File: src/rtl/freq_pkg.sv
/*
   Frequency monitor shared definitions
   Belt, comb, CORDIC and measurement window widths, channel identifiers
*/
package freq_pkg;

   // Conveyor belt, I/Q of field, forward, reverse, fiber, drive, spare
   localparam int n_chan     = 12;
   localparam int sr_wi      = 40;

   // Comb stage
   localparam int comb_outw  = 20;
   localparam int shift_base = 4;

   // CORDIC input sample, top bits of the comb result
   localparam int samp_w     = 18;
   // Phase, full turn is 2**phase_w
   localparam int phase_w    = 17;
   // Magnitude keeps the CORDIC gain of about 1.647
   localparam int mag_w      = 17;
   localparam int cordic_iters = 16;
   // Internal datapath, two guard bits on top and two fraction bits below
   localparam int cordic_w   = samp_w + 4;
   // Internal angle carries two extra LSBs for table accuracy
   localparam int angle_w    = phase_w + 2;

   // Measurement window of 2**window_log pairs
   localparam int window_log = 6;
   localparam int refcnt_w   = phase_w;
   localparam int acc_w      = phase_w + window_log;

   // channel_sel values
   localparam logic [1:0] field_chid = 2'd0;
   localparam logic [1:0] fwd_chid   = 2'd1;
   localparam logic [1:0] rev_chid   = 2'd2;
   localparam logic [1:0] iqfib_chid = 2'd3;

endpackage

File: src/rtl/cic_comb_shift.sv
/*
   CIC comb stage for the conveyor belt
   Subtracts the word one frame back, shifts left and saturates
*/
module cic_comb_shift (
   input  logic                                  clk,
   input  logic                                  reset,
   input  logic [freq_pkg::sr_wi-1:0]            sr_in,
   input  logic                                  sr_valid,
   input  logic [3:0]                            shift,
   output logic signed [freq_pkg::comb_outw-1:0] result,
   output logic                                  strobe
);

   // Delay line, one slot per belt word
   logic [freq_pkg::sr_wi-1:0] dline [freq_pkg::n_chan];
   logic signed [freq_pkg::sr_wi-1:0] diff;
   logic valid_d;

   // Room for the largest shift of shift_base plus 15
   logic signed [freq_pkg::sr_wi+freq_pkg::shift_base+14:0] wide;
   logic [4:0] shl;
   logic signed [freq_pkg::comb_outw-1:0] sat_val;

   // Delay line advances only on valid words
   always_ff @(posedge clk) begin
      if (reset) begin
         for (int k = 0; k < freq_pkg::n_chan; k++) begin
            dline[k] <= '0;
         end
         valid_d <= 1'b0;
         strobe  <= 1'b0;
      end else begin
         valid_d <= sr_valid;
         strobe  <= valid_d;
         if (sr_valid) begin
            dline[0] <= sr_in;
            for (int k = 1; k < freq_pkg::n_chan; k++) begin
               dline[k] <= dline[k-1];
            end
         end
      end
   end

   // Difference wraps modulo 2**sr_wi, matching the upstream integrator
   always_ff @(posedge clk) begin
      if (sr_valid) begin
         diff <= sr_in - dline[freq_pkg::n_chan-1];
      end
      if (valid_d) begin
         result <= sat_val;
      end
   end

   // Shift and clamp to comb_outw bits
   always_comb begin
      shl  = 5'(freq_pkg::shift_base) + 5'(shift);
      wide = diff;
      wide = wide <<< shl;
      if (&wide[$high(wide):freq_pkg::comb_outw-1] ||
          ~|wide[$high(wide):freq_pkg::comb_outw-1]) begin
         sat_val = wide[freq_pkg::comb_outw-1:0];
      end else if (wide[$high(wide)]) begin
         // Negative overflow
         sat_val = {1'b1, {(freq_pkg::comb_outw-1){1'b0}}};
      end else begin
         sat_val = {1'b0, {(freq_pkg::comb_outw-1){1'b1}}};
      end
   end

endmodule

File: src/rtl/chan_subset.sv
/*
   Belt channel subset
   Keeps the words whose frame position is set in the mask
   and flags a frame that runs into the next one
*/
module chan_subset (
   input  logic                                  clk,
   input  logic                                  reset,
   input  logic signed [freq_pkg::comb_outw-1:0] data_in,
   input  logic                                  gate_in,
   input  logic [freq_pkg::n_chan-1:0]           keep,
   output logic signed [freq_pkg::samp_w-1:0]    data_out,
   output logic                                  gate_out,
   output logic                                  time_err
);

   // Next expected position and the position of the current word
   logic [$clog2(freq_pkg::n_chan)-1:0] cnt;
   logic [$clog2(freq_pkg::n_chan)-1:0] pos;
   logic gate_d;

   // First word after a gap is position zero
   assign pos = gate_d ? cnt : '0;

   always_ff @(posedge clk) begin
      if (reset) begin
         cnt      <= '0;
         gate_d   <= 1'b0;
         gate_out <= 1'b0;
         time_err <= 1'b0;
      end else begin
         gate_d   <= gate_in;
         gate_out <= gate_in & keep[pos];
         // cnt only returns to zero mid-gate after a full frame,
         // so a word here means the frames overlap
         time_err <= gate_in & gate_d & (cnt == '0);
         if (gate_in) begin
            if (pos == freq_pkg::n_chan - 1) begin
               cnt <= '0;
            end else begin
               cnt <= pos + 1'b1;
            end
         end
      end
   end

   // Top samp_w bits of the comb word
   always_ff @(posedge clk) begin
      if (gate_in) begin
         data_out <= data_in[freq_pkg::comb_outw-1 -: freq_pkg::samp_w];
      end
   end

endmodule

File: src/rtl/iq_phase_track.sv
/*
   Iterative vectoring CORDIC
   Takes I then Q, reports phase and gain-scaled magnitude,
   drops a pair that arrives while busy
*/
module iq_phase_track (
   input  logic                               clk,
   input  logic                               reset,
   input  logic signed [freq_pkg::samp_w-1:0] sample,
   input  logic                               sample_gate,
   output logic [freq_pkg::phase_w-1:0]       phase,
   output logic [freq_pkg::mag_w-1:0]         magnitude,
   output logic                               pair_strobe,
   output logic                               overrun_err
);

   logic signed [freq_pkg::samp_w-1:0] i_hold;
   logic have_i;
   logic skip_q;
   logic busy;
   logic take_i;
   logic load_q;
   logic [$clog2(freq_pkg::cordic_iters)-1:0] step;

   logic signed [freq_pkg::cordic_w-1:0] i_ext, q_ext;
   logic signed [freq_pkg::cordic_w-1:0] xr, yr;
   logic signed [freq_pkg::cordic_w-1:0] x_div, y_div;
   logic [freq_pkg::angle_w-1:0] zr, z_rnd;

   // atan(2**-idx) with 2**angle_w per turn
   function automatic logic [freq_pkg::angle_w-1:0] atan_lut(input logic [3:0] idx);
      case (idx)
         4'd0:    atan_lut = 19'd65536;
         4'd1:    atan_lut = 19'd38688;
         4'd2:    atan_lut = 19'd20442;
         4'd3:    atan_lut = 19'd10377;
         4'd4:    atan_lut = 19'd5208;
         4'd5:    atan_lut = 19'd2607;
         4'd6:    atan_lut = 19'd1304;
         4'd7:    atan_lut = 19'd652;
         4'd8:    atan_lut = 19'd326;
         4'd9:    atan_lut = 19'd163;
         4'd10:   atan_lut = 19'd81;
         4'd11:   atan_lut = 19'd41;
         4'd12:   atan_lut = 19'd20;
         4'd13:   atan_lut = 19'd10;
         4'd14:   atan_lut = 19'd5;
         default: atan_lut = 19'd3;
      endcase
   endfunction

   // I is accepted only when idle, Q always pairs with a held I
   assign take_i = sample_gate & ~have_i & ~skip_q & ~busy;
   assign load_q = sample_gate & have_i;

   // Sign extend and append the fraction bits
   assign i_ext = $signed({i_hold, 2'b00});
   assign q_ext = $signed({sample, 2'b00});

   assign x_div = xr >>> step;
   assign y_div = yr >>> step;

   always_ff @(posedge clk) begin
      if (reset) begin
         have_i      <= 1'b0;
         skip_q      <= 1'b0;
         busy        <= 1'b0;
         step        <= '0;
         pair_strobe <= 1'b0;
         overrun_err <= 1'b0;
      end else begin
         pair_strobe <= 1'b0;
         overrun_err <= 1'b0;
         if (load_q) begin
            have_i <= 1'b0;
            busy   <= 1'b1;
            step   <= '0;
         end else if (sample_gate && skip_q) begin
            // Q of a dropped pair
            skip_q <= 1'b0;
         end else if (sample_gate && busy) begin
            overrun_err <= 1'b1;
            skip_q      <= 1'b1;
         end else if (take_i) begin
            have_i <= 1'b1;
         end
         if (busy) begin
            step <= step + 1'b1;
            if (step == freq_pkg::cordic_iters - 1) begin
               busy        <= 1'b0;
               pair_strobe <= 1'b1;
            end
         end
      end
   end

   always_ff @(posedge clk) begin
      if (take_i) begin
         i_hold <= sample;
      end
      if (load_q) begin
         // Left half plane, rotate by half a turn first
         if (i_ext[freq_pkg::cordic_w-1]) begin
            xr <= -i_ext;
            yr <= -q_ext;
            zr <= {1'b1, {(freq_pkg::angle_w-1){1'b0}}};
         end else begin
            xr <= i_ext;
            yr <= q_ext;
            zr <= '0;
         end
      end else if (busy) begin
         // Drive y towards zero, z collects the angle
         if (!yr[freq_pkg::cordic_w-1]) begin
            xr <= xr + y_div;
            yr <= yr - x_div;
            zr <= zr + atan_lut(step);
         end else begin
            xr <= xr - y_div;
            yr <= yr + x_div;
            zr <= zr - atan_lut(step);
         end
      end
   end

   // Round off the two extra angle bits
   assign z_rnd = zr + freq_pkg::angle_w'(2);
   assign phase = z_rnd[freq_pkg::angle_w-1:2];

   // x stays non-negative, clamp to mag_w bits
   always_comb begin
      if (|xr[freq_pkg::cordic_w-1:freq_pkg::mag_w+2]) begin
         magnitude = '1;
      end else begin
         magnitude = xr[freq_pkg::mag_w+1:2];
      end
   end

endmodule

File: src/rtl/freq_accum.sv
/*
   Frequency and amplitude accumulator
   Averages the wrapped phase step over a window of pairs
   and keeps the magnitude extremes
*/
module freq_accum (
   input  logic                                 clk,
   input  logic                                 reset,
   input  logic [freq_pkg::phase_w-1:0]         phase,
   input  logic [freq_pkg::mag_w-1:0]           magnitude,
   input  logic                                 pair_strobe,
   input  logic                                 overrun,
   output logic signed [freq_pkg::refcnt_w-1:0] freq,
   output logic                                 freq_valid,
   output logic [freq_pkg::mag_w-1:0]           amp_max,
   output logic [freq_pkg::mag_w-1:0]           amp_min,
   output logic                                 updated,
   output logic                                 window_err
);

   logic [freq_pkg::phase_w-1:0] prev_phase;
   logic have_ref;
   logic ovr_seen;
   logic win_close;
   logic [freq_pkg::window_log-1:0] pair_cnt;
   logic signed [freq_pkg::phase_w-1:0] dphase;
   logic signed [freq_pkg::acc_w-1:0] acc, acc_next;
   logic [freq_pkg::mag_w-1:0] run_max, run_min;
   logic [freq_pkg::mag_w-1:0] hi_next, lo_next;

   // Modulo subtraction gives the step within half a turn
   assign dphase   = phase - prev_phase;
   assign acc_next = acc + dphase;

   assign hi_next = (magnitude > run_max) ? magnitude : run_max;
   assign lo_next = (magnitude < run_min) ? magnitude : run_min;

   // Last pair of the window
   assign win_close = pair_strobe & have_ref & (&pair_cnt);

   always_ff @(posedge clk) begin
      if (reset) begin
         have_ref   <= 1'b0;
         ovr_seen   <= 1'b0;
         pair_cnt   <= '0;
         acc        <= '0;
         run_max    <= '0;
         run_min    <= '1;
         freq_valid <= 1'b0;
         updated    <= 1'b0;
         window_err <= 1'b0;
      end else begin
         updated    <= 1'b0;
         window_err <= 1'b0;
         if (overrun) begin
            ovr_seen <= 1'b1;
         end
         if (pair_strobe) begin
            // First pair only sets the reference
            have_ref <= 1'b1;
            if (have_ref) begin
               pair_cnt <= pair_cnt + 1'b1;
               if (win_close) begin
                  freq_valid <= ~(ovr_seen | overrun);
                  window_err <= ovr_seen | overrun;
                  updated    <= 1'b1;
                  acc        <= '0;
                  run_max    <= '0;
                  run_min    <= '1;
                  ovr_seen   <= 1'b0;
               end else begin
                  acc     <= acc_next;
                  run_max <= hi_next;
                  run_min <= lo_next;
               end
            end
         end
      end
   end

   always_ff @(posedge clk) begin
      if (pair_strobe) begin
         prev_phase <= phase;
      end
      if (win_close) begin
         // Sum over 2**window_log steps, so drop window_log bits
         freq    <= acc_next[freq_pkg::acc_w-1:freq_pkg::window_log];
         amp_max <= hi_next;
         amp_min <= lo_next;
      end
   end

endmodule

File: src/rtl/freq_monitor_top.sv
/*
   Cavity frequency monitor
   Comb, channel pick, CORDIC and window average on the CIC belt
*/
module freq_monitor_top (
   input  logic                                 clk,
   input  logic                                 reset,
   input  logic [1:0]                           channel_sel,
   input  logic                                 sample_wave,
   input  logic [3:0]                           wave_shift,
   input  logic                                 sr_valid,
   input  logic [freq_pkg::sr_wi-1:0]           sr_data,
   output logic signed [freq_pkg::refcnt_w-1:0] reg_freq,
   output logic                                 reg_freq_valid,
   output logic [freq_pkg::mag_w-1:0]           reg_amp_max,
   output logic [freq_pkg::mag_w-1:0]           reg_amp_min,
   output logic                                 reg_updated,
   output logic                                 reg_timing_err
);

   logic sample_valid;
   logic signed [freq_pkg::comb_outw-1:0] comb_result;
   logic comb_strobe;
   logic [freq_pkg::n_chan-1:0] chan_mask;
   logic [freq_pkg::n_chan-1:0] keep_mask;
   logic signed [freq_pkg::samp_w-1:0] sub_data;
   logic sub_gate;
   logic [freq_pkg::phase_w-1:0] phase;
   logic [freq_pkg::mag_w-1:0] magnitude;
   logic pair_strobe;
   logic subset_err, overrun_err, window_err;

   // Belt sampling enable
   assign sample_valid = sr_valid & sample_wave;

   cic_comb_shift comb (
      .clk      (clk),
      .reset    (reset),
      .sr_in    (sr_data),
      .sr_valid (sample_valid),
      .shift    (wave_shift),
      .result   (comb_result),
      .strobe   (comb_strobe)
   );

   // I and Q of the selected signal sit in adjacent belt slots
   always_comb begin
      chan_mask = '0;
      case (channel_sel)
         freq_pkg::field_chid: chan_mask[1:0] = 2'b11;
         freq_pkg::fwd_chid:   chan_mask[3:2] = 2'b11;
         freq_pkg::rev_chid:   chan_mask[5:4] = 2'b11;
         freq_pkg::iqfib_chid: chan_mask[7:6] = 2'b11;
      endcase
   end

   // New mask only between frames
   always_ff @(posedge clk) begin
      if (reset) begin
         keep_mask <= '0;
      end else if (!comb_strobe) begin
         keep_mask <= chan_mask;
      end
   end

   chan_subset subset (
      .clk      (clk),
      .reset    (reset),
      .data_in  (comb_result),
      .gate_in  (comb_strobe),
      .keep     (keep_mask),
      .data_out (sub_data),
      .gate_out (sub_gate),
      .time_err (subset_err)
   );

   iq_phase_track cordic (
      .clk         (clk),
      .reset       (reset),
      .sample      (sub_data),
      .sample_gate (sub_gate),
      .phase       (phase),
      .magnitude   (magnitude),
      .pair_strobe (pair_strobe),
      .overrun_err (overrun_err)
   );

   freq_accum accum (
      .clk         (clk),
      .reset       (reset),
      .phase       (phase),
      .magnitude   (magnitude),
      .pair_strobe (pair_strobe),
      .overrun     (overrun_err),
      .freq        (reg_freq),
      .freq_valid  (reg_freq_valid),
      .amp_max     (reg_amp_max),
      .amp_min     (reg_amp_min),
      .updated     (reg_updated),
      .window_err  (window_err)
   );

   // Any timing fault along the chain
   assign reg_timing_err = subset_err | overrun_err | window_err;

endmodule

File: config.mk
export PLATFORM = sky130hd
export DESIGN_NAME = freq_monitor_top
export DESIGN_NICKNAME = d
export VERILOG_FILES = /design/src/rtl/freq_pkg.sv /design/src/rtl/cic_comb_shift.sv /design/src/rtl/chan_subset.sv /design/src/rtl/iq_phase_track.sv /design/src/rtl/freq_accum.sv /design/src/rtl/freq_monitor_top.sv
export SDC_FILE = /design/constraint.sdc
export NUM_CORES = 2
export LEC_CHECK = 0
export BUFFER_PORTS_ARGS = -buffer_cell sky130_fd_sc_hd__buf_2
export CORE_AREA = 10 10 263 366
export DETAILED_ROUTE_END_ITERATION = 6
export DIE_AREA = 0 0 273 376
export PLACE_DENSITY = 0.66
export SLEW_MARGIN = 5
export SYNTH_ARGS = -nofsm -noshare
export SYNTH_HDL_FRONTEND = slang
export SYNTH_SLANG_ARGS = --single-unit
File: constraint.sdc
create_clock -name clk -period 31.7 [get_ports clk]
set_input_delay 1.585 -clock clk [delete_from_list [all_inputs] [get_ports clk]]
set_output_delay 1.585 -clock clk [all_outputs]
set_load 0.01 [all_outputs]
==> impl_metrics.py <==
metrics = {
    "routing": {
        "wl_per_cell_um": 19.5,
        "num_vias": 29400,
        "drc": 0,
        "drt_iter0_markers": 1980,
        "first_pass_iters": 6,
        "finalWirelength_mm": 101,
        "ant_nets": 0,
        "avgViaCountPerCell": 5.69,
    },
    "global_routing": {
        "grt_max_degree": 253,
        "antenna_found_initial": 3,
        "grt_pass1_vias": 29400,
        "grt_use_total_pct": 19.5,
        "grt_pass1_wl_mm": 160,
        "grt-ovfl-total": 0,
    },
    "final_layout": {
        "num_antenna_cells": 0,
        "layout-drive-gt1-share_pct": 11.2,
        "final_cell_mix": "705 x edfxtp_1, 423 x and2_1, 269 x nor2_1, 223 x a21oi_1, 199 x nand2_1",
        "syn_to_final_growth_pct": 9.34,
        "final_nets": 4154,
        "fin_cells": 5164,
        "final_common_cell": "edfxtp_1",
        "fillers": 7729,
    },
    "timing": {
        "period_needed_ns": 6.44,
        "hold_viol_final": 0,
        "tns_ns": 0,
        "fin_crit_sh_pct": 20.3,
        "setup_viol_count_final": 0,
        "fin_skew_ns": 0.0308,
        "max_slew_margin_pct": 16.4,
        "rsz0062_at_grt": "no",
        "tightestPinTransition_ns": 1.24,
        "fmax_ghz": 0.155,
        "drv_slew": 0,
    },
    "critical_path": {
        "ff2ff_path_depth": 17,
        "max_stage_delay_ns": 0.66,
        "crit_chain": "buf_4 > mux4_1 > mux2_2 > a222oi_1 > nand3_2 > nor3_2 > nor2_1 > xnor2_1 > ha_1 > or3_1 > o21ai_0 > o311ai_0 > o41ai_1 > o21ai_0 > o41ai_1 > xnor2_1 > nor2_1",
        "crit_fanout": 48,
        "worstPathArrival_ns": 6.81,
        "r2r_end": "cordic.xr[21]",
        "critPathLaunchType": "flip-flop",
        "critPathKind": "flip-flop to flip-flop",
        "endpoint_kind": "flip-flop",
        "r2r-start": "cordic.step[0]",
        "cpMaxStageDelayCell": "mux4_1",
        "critical_path.startpoint": "cordic.step[0]",
        "required_ns": 32.08,
        "cp_num_buf_inv": 1,
        "critical_path_depth": 17,
        "ff2ff_setup_slack_ns": 25.26,
        "critPathTopFamily": "compound AO/OA/AOI/OAI gates",
        "crit_end": "cordic.xr[21]",
    },
    "pwr": {
        "ir_drop_v": 0.0000504,
        "power.leakage_uw": 0.0182,
        "p_per_area_mw_per_mm2": 48.7,
    },
    "yosys": {
        "synth_cell_types": 97,
        "syn_area_mm2": 0.0443,
        "async_reset_ff_share_pct": 0,
        "ys_ff_latch": 812,
        "synth_ff_type": "edfxtp_1",
        "syn_nets": 4105,
        "synth_edf_count": 705,
        "synthCells": 3863,
        "synth.avg_cell_area_um2": 11.5,
        "ys_seq_area_share_pct": 52.7,
        "yosys_warnings": 0,
    },
    "die": {
        "die_y_um": 376,
        "die-area_mm2": 0.103,
        "core_area_mm2": 0.0893,
        "start_util_pct": 49.6,
        "ios": 104,
        "rows": 130,
        "die_x_um": 273,
    },
    "clock_network": {
        "cts_made_buffers": 80,
        "postCtsSetupBuffers": 0,
        "cts_tree": "built",
        "cts-root-buf": "clkbuf_16",
        "ctsResizeCount": 0,
        "cts_buffer_depth": 3,
        "holdBufCountCts": 0,
        "clock_latency_ns": 0.67,
        "cts_num_sinks": 812,
        "clk_pin_slew_ns": 0.06,
        "h-tree-depth": 3,
    },
    "placed_design": {
        "dp.cells": 5018,
        "portBuffers": 103,
        "dp_hpwl_mm": 70.9,
        "gp_congestion": 0.952,
    },
    "outcome": {
        "status": "completed",
    },
    "job": {
        "cap_violations": 0,
    },
    "worst_hold_path": {
        "hold_class": "flip-flop to flip-flop",
    },
}
-- cell usage after synthesis (all sizes together) (9+ instances only) --
| cell | count | area share (%) |
|---|---|---|
| clkbuf | 129 | 1.1 |
| xnor2 | 141 | 2.8 |
| o22ai | 15 | 0.23 |
| ha | 186 | 5.3 |
| mux4 | 79 | 4.0 |
| nor4 | 16 | 0.27 |
| a21oi | 225 | 2.6 |
| and3 | 22 | 0.31 |
| o41ai | 15 | 0.30 |
| o21a | 30 | 0.51 |
| nand2 | 199 | 1.7 |
| a21boi | 9 | 0.15 |
| dfxtp | 107 | 4.8 |
| or2 | 11 | 0.16 |
| nor2 | 270 | 2.3 |
| or3 | 16 | 0.24 |
| nor3 | 70 | 0.83 |
| a211oi | 23 | 0.39 |
| nor2b | 109 | 1.5 |
| edfxtp | 705 | 48 |
| a21o | 52 | 0.88 |
| nand4 | 33 | 0.50 |
| and2 | 424 | 6.0 |
| inv | 168 | 1.4 |
| nor3b | 10 | 0.17 |
| a221oi | 11 | 0.22 |
| a22oi | 24 | 0.41 |
| mux2i | 70 | 1.6 |
| o31ai | 20 | 0.34 |
| xor2 | 71 | 1.4 |
| a31oi | 18 | 0.25 |
| mux2 | 59 | 1.5 |
| o21ai | 149 | 1.7 |
| a22o | 34 | 0.67 |
| or4 | 9 | 0.15 |
| o211ai | 33 | 0.57 |
| nand2b | 58 | 0.82 |
| o21bai | 21 | 0.36 |
| buf | 48 | 0.65 |
| nand3 | 70 | 0.80 |
-- kinds of logic (layout without fill, tap and decap cells) --
kind of cell / count (synthesis) / in the layout / synth area share [%]
adders and majority gates: 192 / 192 / 5.53
muxes: 208 / 208 / 7.13
buffers and inverters: 346 / 459 / 3.18
and+or+nand+nor: 1333 / 1333 / 16.1
AOI/OAI and AO/OA: 760 / 760 / 11.2
xor gates and xnor gates: 212 / 212 / 4.19
DFF: 812 / 812 / 52.7
-- state kept, by name (all words and copies together), names as in the netlist, 4 cells and up, named ones only --
| signal | count |
|---|---|
| subset.data_out | 18 |
| accum.run_min | 17 |
| cordic.step | 4 |
| accum.freq | 17 |
| accum.pair_cnt | 6 |
| cordic.yr | 22 |
| subset.cnt | 4 |
| accum.run_max | 17 |
| accum.acc | 23 |
| cordic.xr | 22 |
| keep_mask | 4 |
| cordic.i_hold | 18 |
| cordic.zr | 19 |
| accum.amp_max | 17 |
| comb.diff | 40 |
| accum.prev_phase | 17 |
| comb.dline | 480 |
| accum.amp_min | 17 |
| comb.result | 18 |
-- final cells by class --
type / count / area, um^2 / area share [%]
flip-flops and latches: 812 / 23300 / 48.2
multi-input cells: 2705 / 19600 / 40.5
clock buffers: 94 / 2100 / 4.33
well taps: 1188 / 1490 / 3.07
repair buffers: 144 / 838 / 1.73
inverters: 169 / 636 / 1.31
clock inverters: 52 / 448 / 0.925
-- per-layer routing --
metal	GRT usage (%)	share of wire (%)	wire (um)	vias to the layer above
li1	-	-	-	14300
met4	12.6	6.4	6390	2
met2	34.3	51	51000	703
met3	2.73	3.9	3910	280
met5	0	0.0070	7	-
met1	21.9	39	39200	14100
-- how the worst min path moves through the flow --
| stage | start | to | cells after the start |
|---|---|---|---|
| after CTS | comb.result[16] | subset.data_out[14] | 0 |
| after detailed placement | comb.result[14] | subset.data_out[12] | 0 |
| final | comb.result[16] | subset.data_out[14] | 0 |
| after global routing | comb.result[16] | subset.data_out[14] | 0 |
| after floorplan | comb.result[2] | subset.data_out[0] | 0 |
| after global placement | comb.result[10] | subset.data_out[8] | 0 |
-- where the power goes --
group | leakage (uW) | internal (uW) | total, uW | switching (uW)
combinational | 0.00894 | 73.2 | 201 | 128
sequential | 0.00800 | 1210 | 1230 | 17.2
clock | 0.00123 | 512 | 927 | 416
-- metrics by stage --
step | cell area (um^2) | utilization (%) | power, uW | worst slack, ns | hold slack (ns)
after floorplan | 44300 | - | 1410 | 16.93 | 0.400
after global placement | 45900 | 51.4 | 1450 | 24.92 | 0.402
after detailed placement | 45900 | 51.4 | 1450 | 24.87 | 0.405
after CTS | 48400 | 54.2 | 2390 | 25.29 | 0.396
after global routing | 48400 | 54.2 | 2450 | 24.76 | 0.403
final | 48400 | 54.2 | 2360 | 25.26 | 0.398
Power figures use the tool's default switching activity.
